[config.mk]
export PLATFORM = sky130hd
export DESIGN_NAME = lsu_access_ctrl
export DESIGN_NICKNAME = d
export VERILOG_FILES = /design/src/source/lsu_pkg.sv /design/src/source/axi_pkg.sv /design/src/source/load_extract.sv /design/src/source/lsu_access_ctrl.sv
export SDC_FILE = /design/constraint.sdc
export NUM_CORES = 1
export LEC_CHECK = 0
export BUFFER_PORTS_ARGS = -buffer_cell sky130_fd_sc_hd__buf_2
export CAP_MARGIN = 20
export CORE_AREA = 2 2 139 141
export CTS_CLUSTER_DIAMETER = 150
export DETAILED_ROUTE_END_ITERATION = 8
export DIE_AREA = 0 0 141 143
export GPL_ROUTABILITY_DRIVEN = 0
export PLACE_DENSITY = 0.76
export SYNTH_ARGS = -nofsm -noshare
export SYNTH_HDL_FRONTEND = slang
export SYNTH_SLANG_ARGS = --single-unit
[constraint.sdc]
create_clock -name clk -period 5.1 [get_ports clk]
set_input_delay 0.51 -clock clk [delete_from_list [all_inputs] [get_ports clk]]
set_output_delay 0.51 -clock clk [all_outputs]
set_load 0.03 [all_outputs]
[src/source/lsu_pkg.sv]
`default_nettype none

package lsu_pkg;

    // memory operation from execute.
    typedef enum logic [3:0] {
        op_none = 4'd0,
        op_lb   = 4'd1,
        op_lbu  = 4'd2,
        op_lh   = 4'd3,
        op_lhu  = 4'd4,
        op_lw   = 4'd5,
        op_sb   = 4'd6,
        op_sh   = 4'd7,
        op_sw   = 4'd8
    } mem_op_e;

    // request from execute with wdata as the unaligned store value.
    typedef struct packed {
        mem_op_e     op;
        logic [31:0] addr;
        logic [31:0] wdata;
        logic [4:0]  rd;
        logic [31:0] pass_data;
    } lsu_req_t;

    // result to writeback.
    typedef struct packed {
        logic [4:0]  rd;
        logic [31:0] data;
        logic        fault;
    } lsu_resp_t;

    // one request in flight at a time.
    typedef enum logic [1:0] {
        st_idle = 2'd0,
        st_addr = 2'd1,
        st_resp = 2'd2,
        st_done = 2'd3
    } lsu_state_e;

endpackage

`default_nettype wire

[src/source/axi_pkg.sv]
`default_nettype none

package axi_pkg;

    typedef enum logic [2:0] {
        size_byte = 3'd0,
        size_half = 3'd1,
        size_word = 3'd2
    } axi_size_e;

    typedef enum logic [1:0] {
        resp_okay   = 2'b00,
        resp_slverr = 2'b10
    } axi_resp_e;

    // shared by aw and ar.
    typedef struct packed {
        logic [31:0] addr;
        axi_size_e   size;
    } axi_ax_t;

    typedef struct packed {
        logic [31:0] data;
        logic [3:0]  strb;
    } axi_w_t;

    typedef struct packed {
        axi_resp_e resp;
    } axi_b_t;

    typedef struct packed {
        logic [31:0] data;
        axi_resp_e   resp;
    } axi_r_t;

    // sram window.
    localparam logic [31:0] MEM_BASE  = 32'h8000_0000;
    localparam int          MEM_WORDS = 256;
    localparam int          MEM_IDX_W = $clog2(MEM_WORDS);

endpackage

`default_nettype wire

[src/source/load_extract.sv]
`timescale 1ns/1ps
`default_nettype none

module load_extract (
    input  wire lsu_pkg::mem_op_e op,
    input  wire [1:0]             offset,
    input  wire [31:0]            rdata,
    output logic [31:0]           data
);
    import lsu_pkg::*;

    logic [31:0] shifted;
    logic [7:0]  byte_val;
    logic [15:0] half_val;

    // bring the addressed lane down to bit 0.
    assign shifted  = rdata >> {offset, 3'b000};
    assign byte_val = shifted[7:0];
    assign half_val = shifted[15:0];

    always_comb begin
        case (op)
            op_lb: begin
                data = {{24{byte_val[7]}}, byte_val};
            end
            op_lbu: begin
                data = {24'h0, byte_val};
            end
            op_lh: begin
                data = {{16{half_val[15]}}, half_val};
            end
            op_lhu: begin
                data = {16'h0, half_val};
            end
            op_lw: begin
                data = rdata;
            end
            default: begin
                data = shifted;
            end
        endcase
    end

endmodule

`default_nettype wire

[src/source/lsu_access_ctrl.sv]
`timescale 1ns/1ps
`default_nettype none

module lsu_access_ctrl (
    input  wire                  clk,
    input  wire                  rst,
    input  wire                  req_valid,
    output logic                 req_ready,
    input  wire lsu_pkg::lsu_req_t req,
    output logic                 resp_valid,
    input  wire                  resp_ready,
    output lsu_pkg::lsu_resp_t   resp,
    output logic                 awvalid,
    input  wire                  awready,
    output axi_pkg::axi_ax_t     aw,
    output logic                 wvalid,
    input  wire                  wready,
    output axi_pkg::axi_w_t      w,
    input  wire                  bvalid,
    output logic                 bready,
    input  wire axi_pkg::axi_b_t b,
    output logic                 arvalid,
    input  wire                  arready,
    output axi_pkg::axi_ax_t     ar,
    input  wire                  rvalid,
    output logic                 rready,
    input  wire axi_pkg::axi_r_t r
);
    import lsu_pkg::*;
    import axi_pkg::*;

    lsu_state_e  st;
    mem_op_e     op_q;
    logic [4:0]  rd_q;
    logic [1:0]  offset_q;
    logic [1:0]  req_off;
    axi_size_e   req_size;
    logic [3:0]  base_strb;
    logic        req_misaligned;
    logic        aw_left;
    logic        w_left;
    logic        ar_left;
    logic        bus_fault;
    logic [31:0] load_data;

    function automatic logic is_store(mem_op_e op);
        return op inside {op_sb, op_sh, op_sw};
    endfunction

    assign req_ready = (st == st_idle);
    assign req_off   = req.addr[1:0];

    // access width and alignment rule per op.
    always_comb begin
        case (req.op)
            op_lb, op_lbu, op_sb: begin
                req_size       = size_byte;
                base_strb      = 4'b0001;
                req_misaligned = 1'b0;
            end
            op_lh, op_lhu, op_sh: begin
                req_size       = size_half;
                base_strb      = 4'b0011;
                req_misaligned = req.addr[0];
            end
            default: begin
                req_size       = size_word;
                base_strb      = 4'b1111;
                req_misaligned = (req_off != 2'b00);
            end
        endcase
    end

    // a channel is still open if valid is up and this cycle brings no ready.
    assign aw_left = awvalid && !awready;
    assign w_left  = wvalid && !wready;
    assign ar_left = arvalid && !arready;

    assign bus_fault = bready ? (b.resp != resp_okay) : (r.resp != resp_okay);

    load_extract i_load_extract (
        .op     (op_q),
        .offset (offset_q),
        .rdata  (r.data),
        .data   (load_data)
    );

    always_ff @(posedge clk or posedge rst) begin
        if (rst) begin
            st         <= st_idle;
            op_q       <= op_none;
            rd_q       <= 5'd0;
            offset_q   <= 2'd0;
            resp_valid <= 1'b0;
            resp       <= '0;
            awvalid    <= 1'b0;
            wvalid     <= 1'b0;
            arvalid    <= 1'b0;
            bready     <= 1'b0;
            rready     <= 1'b0;
            aw         <= '0;
            w          <= '0;
            ar         <= '0;
        end else begin
            case (st)
                st_idle: begin
                    if (req_valid) begin
                        op_q     <= req.op;
                        rd_q     <= req.rd;
                        offset_q <= req_off;
                        if (req.op == op_none) begin
                            resp_valid <= 1'b1;
                            resp       <= '{rd: req.rd, data: req.pass_data, fault: 1'b0};
                            st         <= st_done;
                        end else if (req_misaligned) begin
                            // faulted here without any bus traffic.
                            resp_valid <= 1'b1;
                            resp       <= '{rd: req.rd, data: 32'h0, fault: 1'b1};
                            st         <= st_done;
                        end else if (is_store(req.op)) begin
                            awvalid <= 1'b1;
                            wvalid  <= 1'b1;
                            aw      <= '{addr: req.addr, size: req_size};
                            w       <= '{data: req.wdata << {req_off, 3'b000},
                                         strb: base_strb << req_off};
                            st      <= st_addr;
                        end else begin
                            arvalid <= 1'b1;
                            ar      <= '{addr: req.addr, size: req_size};
                            st      <= st_addr;
                        end
                    end
                end
                st_addr: begin
                    if (awvalid && awready) awvalid <= 1'b0;
                    if (wvalid && wready) wvalid <= 1'b0;
                    if (arvalid && arready) arvalid <= 1'b0;
                    if (!aw_left && !w_left && !ar_left) begin
                        bready <= is_store(op_q);
                        rready <= !is_store(op_q);
                        st     <= st_resp;
                    end
                end
                st_resp: begin
                    if ((bvalid && bready) || (rvalid && rready)) begin
                        bready     <= 1'b0;
                        rready     <= 1'b0;
                        resp_valid <= 1'b1;
                        resp       <= '{rd: rd_q,
                                        data: (bready || bus_fault) ? 32'h0 : load_data,
                                        fault: bus_fault};
                        st         <= st_done;
                    end
                end
                st_done: begin
                    if (resp_ready) begin
                        resp_valid <= 1'b0;
                        st         <= st_idle;
                    end
                end
                default: begin
                    st <= st_idle;
                end
            endcase
        end
    end

    a_aw_hold: assert property (@(posedge clk) disable iff (rst)
        awvalid && !awready |=> awvalid && $stable(aw));
    a_w_hold: assert property (@(posedge clk) disable iff (rst)
        wvalid && !wready |=> wvalid && $stable(w));
    a_ar_hold: assert property (@(posedge clk) disable iff (rst)
        arvalid && !arready |=> arvalid && $stable(ar));
    // one access at a time, so reads and writes never overlap.
    a_aw_ar_excl: assert property (@(posedge clk) disable iff (rst)
        !(awvalid && arvalid));
    a_resp_hold: assert property (@(posedge clk) disable iff (rst)
        resp_valid && !resp_ready |=> resp_valid && $stable(resp));

endmodule

`default_nettype wire

**Yosys cells after proc, flatten, opt, wreduce, memory -nomap -nowiden**

Cells that the tools add are included.

- Word-level logic and storage cells: 140
- Output and inout port bits: 151
- Register bits after elaboration: 163

- Eq/ne operators: 30
- Bitwise logic cells: 3
- Shift operators: 3
- Reduce and logical (&&, ||, !) cells: 42
- Mux-type cells: 43

Operator list:

| operator | count |
|---|---|
| $pmux W32 S5 | 1 |
| $mux W38 | 4 |
| $pmux W38 S2 | 1 |
| $mux W32 | 1 |
| $shl A32 B5 Y32 | 1 |
| $shr A32 B5 Y32 | 1 |
| $eq A4 B3 Y1 const B | 7 |
| $mux W1 | 20 |
| $ne A2 B2 Y1 const B | 10 |
| $reduce_and A6 Y1 | 3 |
| $eq A4 B2 Y1 const B | 4 |
| $reduce_and A5 Y1 | 3 |
| $mux W2 | 6 |
| $pmux W1 S2 | 6 |
| $reduce_bool A2 Y1 | 6 |
| $logic_and A1 B1 Y1 | 10 |
| $reduce_bool A3 Y1 | 3 |
| $eq A4 B1 Y1 const B | 2 |
| $eq A4 B4 Y1 const B | 2 |
| $pmux W2 S4 | 1 |
| $pmux W4 S2 | 1 |
| $reduce_and A4 Y1 | 2 |
| $logic_not A1 Y1 | 7 |
| $reduce_or A3 Y1 | 2 |
| other kinds (13) | 17 |

**Logic depth before layout (Yosys ltp)**

- Depth after elaboration: 7
- Depth in mapped cells: 11
- Depth with buffers taken out: 7

**Cells and area by module**

A second synthesis with hierarchy kept.

- Cells, all modules: 707
- Area, all modules: 8214.1 um^2

By module, submodules not included:

| module | times used | cells each | area an instance (um^2) | seq. area each (um^2) |
|---|---|---|---|---|
| lsu_access_ctrl | 1 | 571 | 7307.0 | 4028.9 |
| load_extract | 1 | 136 | 907.1 | 0.0 |

**Least setup slack after synthesis**

No wires, ideal clock.

- Kind: reg2reg
- From: register st[0]
- To: register resp[0] in the netlist's numbering
- Stages on the path, launching flop included: 10
- Required time: 4.975 ns
- Path slack: 2.611 ns
- Buffers on the path: 3
- Library setup time: 0.125 ns
- Arrival time: 2.364 ns
- Path through: dfrtp_1 > inv_1 > ha_1 > clkbuf_1 > nand2_1 > o41ai_2 > and2_1 > buf_2 > buf_6 > mux2_4

- Longest elaborated chain between the ends: 3
- Elaborated cells between the ends (all ways): 8
- Classes of those cells: eq/ne (4); mux (1); reduce/logical (3)

Ends and longest elaborated chain:

| item | RTL line | text |
|---|---|---|
| start: declaration | lsu_access_ctrl.sv:32 | `lsu_state_e st;` |
| start signal: assignment | lsu_access_ctrl.sv:90 | `st <= st_idle;` |
| start signal: assignment | lsu_access_ctrl.sv:114 | `st <= st_done;` |
| start signal: assignment | lsu_access_ctrl.sv:119 | `st <= st_done;` |
| $logic_not A2 Y1 (*) | - |  |
| via req_ready | lsu_access_ctrl.sv:8 | `output logic req_ready,` |
| $ne A3 B1 Y1 (no source line), or another cell as far along | - |  |
| $reduce_and A4 Y1 (no source line) | - |  |
| end signal: assignment | lsu_access_ctrl.sv:113 | `resp <= '{rd: req.rd, data: req.pass_data, fault: 1'b0};` |
| end signal: assignment | lsu_access_ctrl.sv:118 | `resp <= '{rd: req.rd, data: 32'h0, fault: 1'b1};` |
| end signal: assignment | lsu_access_ctrl.sv:149 | `resp <= '{rd: rd_q,` |
| end: declaration | lsu_access_ctrl.sv:12 | `output lsu_pkg::lsu_resp_t resp,` |

Mark *: on every way through the listed nets, which the timed path passes. The rest lies on a longest branch.
A chain may end at the register's enable or synchronous reset.

**Final worst setup path**

- From: register st[0]
- To: register resp[29] in the netlist's numbering

- Longest elaborated chain between the ends: 3
- Elaborated cells between the ends (all ways): 8
- Classes of those cells: eq/ne (4); mux (1); reduce/logical (3)

Ends and longest elaborated chain:

| item | RTL line | text |
|---|---|---|
| $eq A2 B2 Y1 or $logic_not A2 Y1 (tied branches) | lsu_access_ctrl.sv:105 | `case (st)` |
| $ne A2 B2 Y1 (no source line), or another cell as far along | - |  |
| $reduce_and A4 Y1 (no source line) | - |  |

Parallel ways exist; a longest one is shown, timed or not.

==> metrics.cfg <==
[global_route]
grt_max_degree=85
grt_overflow=0
met2_usage_pct=37.5
grtUsageMet3_pct=3.99
grt_use_met1_pct=33.1
grt_usage_pct=23.9
grt_pass1_vias=7055
busiest_layer=met2
antenna_found_initial=0
grt_pass1_wl_um=37900

[drt]
wl_per_cell_um=18.0
drc=0
drt-initial-drc-count=486
via_per_inst=5.54
drt_wl_total_um=24900
vias=7671
firstDrtPassIters=6
drtAntennaViolNets=0

[placed_design]
port_buffers=298
hpwl_um=17900
placed_cell_area_um2=9860

[setup_path]
crit_path_end_kind=register
crit_type=register to register
cp-start-kind=register
arrival_ns=3.96
worstPathMaxFanout=38
cp.required_ns=5.40

[yosys]
ys.flop_type=dfrtp_1
yosysUniqueCellTypes=64
synth_seq_cells=161
synth.yosys.seq_area_share_pct=48.6
postSynthAreaPerCell_um2=9.44
async_flop_share_pct=100
synth.top_cell.area_share_pct=48.6
yosys_warnings=0
synthesis.instances=878
yosys-top-cells-area=dfrtp_1 (49%), nand2_1 (9.4%), mux2i_1 (4.7%), a21oi_1 (4.0%), mux2_1 (3.9%)
netlist_area_um2=8290
synthTopCellsByCount=nand2_1 (207), dfrtp_1 (161), a21oi_1 (67), o21ai_0 (49), clkbuf_1 (43)
synth_top_area_cell=dfrtp_1
yosysMostFrequentCell=nand2_1
synth-edff-count=0

[sta]
setup-tns-final_ns=0
rsz0062_at_grt=no
finalMaxSlewViolations=0
fin_crit_sh_pct=71.9
skew_ns=0.00677
max_slew_margin_pct=29.6
fmax_mhz=273
min_period_ns=3.67
finalHoldViolations=0
tightest_slew_ns=1.05
setup_viol=0

[floorplanning]
die-area_um2=20200
die_x_um=141
rows=50
die_h_um=143
io_pins=301
initial_core_util_pct=44.6
core_area_um2=18600

[power_and_ir_drop]
power_density_nw_per_um2=643
p_leak_nw=5.33
peakVddDrop_mv=0.395
finalPower_mw=6.74

[clock_network]
cts_tree=built
htreeDepth=4
cts.clk_slew.worst_paths_ns=0.07
clock_latency_ns=0.43
post-cts-setup-buffers=0
cts_hold_buf=0
cts_buffer_depth=2
clock-root-buffer=clkbuf_16
cts_resized=0
numCtsBuffers=17
clock_sinks=161

[cells_and_area]
ff_latch_area_um2=4030
fillCellCount=1654
multi_input_area_um2=3890
fin_nets=1291
syn_to_final_growth_pct=26.5
drive_gt1_share_pct=33.5
antennaDiodeCount=0
final_area_um2=10500

[worst_hold_path]
hp-class=input port to asynchronous set/reset pin

[run]
cap_viol_max_count=0

[status]
status=completed

==> registers in the layout, summed over array words and instances (netlist names) <==
register,flops
ar,34
arvalid,1
w,36
resp_valid,1
bready,1
offset_q,2
op_q,4
rready,1
awvalid,1
rd_q,5
aw,34
resp,38
wvalid,1
st,2
==> worst max-delay path, cell delays in order (launching register included) <==
cell	delay, ns
dfrtp_1	0.41
inv_1	0.11
ha_1	0.30
nand2_1	0.52
o41ai_4	0.50
buf_4	0.40
and2_1	0.85
buf_4	0.34
a31oi_1	0.10
==> area by class of cell <==
type	instances	area share, %
Timing Repair Buffer	309	15.0
Inverter	18	0.692
Multi-Input combinational cell	630	37.1
Clock inverter	14	1.80
Clock buffer	18	4.19
Sequential cell	161	38.4
Tap cell	234	2.79
==> cells in the final DEF, fill, tap and decap left out, types with 4 or more instances in the layout <==
master     netlist  final
o22ai_1          5      5
nand4_1          4      4
mux2_4           4      4
o211ai_1        12     12
nand2_1        207    207
a221o_1          8      8
o2111ai_1        4      4
mux2_2          23     23
nor2_1          35     35
ha_1             4      4
o21ai_0         49     49
buf_4            6     11
a211oi_1        11     11
clkbuf_16        0     17
nand2b_1         4      4
mux2_1          29     29
nor2b_1         13     13
a21oi_1         67     66
a21o_1           5      4
inv_6            0      6
and3_1           5      5
dfrtp_1        161    161
inv_1           18     17
a31oi_1         25     25
o31ai_1         13     13
inv_8            0      4
buf_2           16    298
nand3_1         13     13
mux2i_1         39     39
and2_1           9      9
==> power by group <==
group          leakage, nW  internal, mW  switching, mW  total [mW]
registers             2.03          1.82          0.372        2.19
clock network        0.306         0.764          0.593        1.36
logic                 3.00          1.03           2.16        3.19
total                 5.33          3.61           3.13        6.74
==> final timing paths <==
kind | startpoint | endpoint | slack (ns) | cells past startpoint
setup / recovery | st[0] | resp[29] | 1.43 | 8
setup reg to reg | st[0] | resp[29] | 1.43 | 8
hold / removal | rst | ar[5] | 0.23 | 2
max in group asynchronous | rst | w[13] | 3.79 | 3
min in group clk | req[81] | aw[15] | 0.28 | 3
hold reg to reg | w[5] | w[5] | 0.47 | 2
==> cells by family after synthesis <==
group	synth area share (%)
and+or+nand+nor	16.5
AOI/OAI and AO/OA	16.6
DFF	48.6
muxes	12.8
buffers and inverters	4.77
adders and majority gates	0.604
other	0.0452
xor gates and xnor gates	0.106
==> per-stage QoR <==
stage | hold slack [ns] | utilization, % | worst slack, ns | cells
floorplan | 0.479 | - | 0.242 | 879
global placement | 0.446 | 53.1 | 1.58 | 1352
detailed placement | 0.454 | 53.1 | 1.48 | 1352
CTS | 0.250 | 56.4 | 1.45 | 1384
global route | 0.262 | 56.4 | 1.21 | 1384
finish | 0.234 | 56.4 | 1.43 | 1384
==> metal layers <==
layer  share of wire [%]  vias to the layer above
met3                 6.0                       55
met1                  43                     3692
met2                  48                      319
li1                    -                     3605
met5                   0                        -
met4                 2.8                        0
Note: power is estimated with default switching activity, not from simulation.
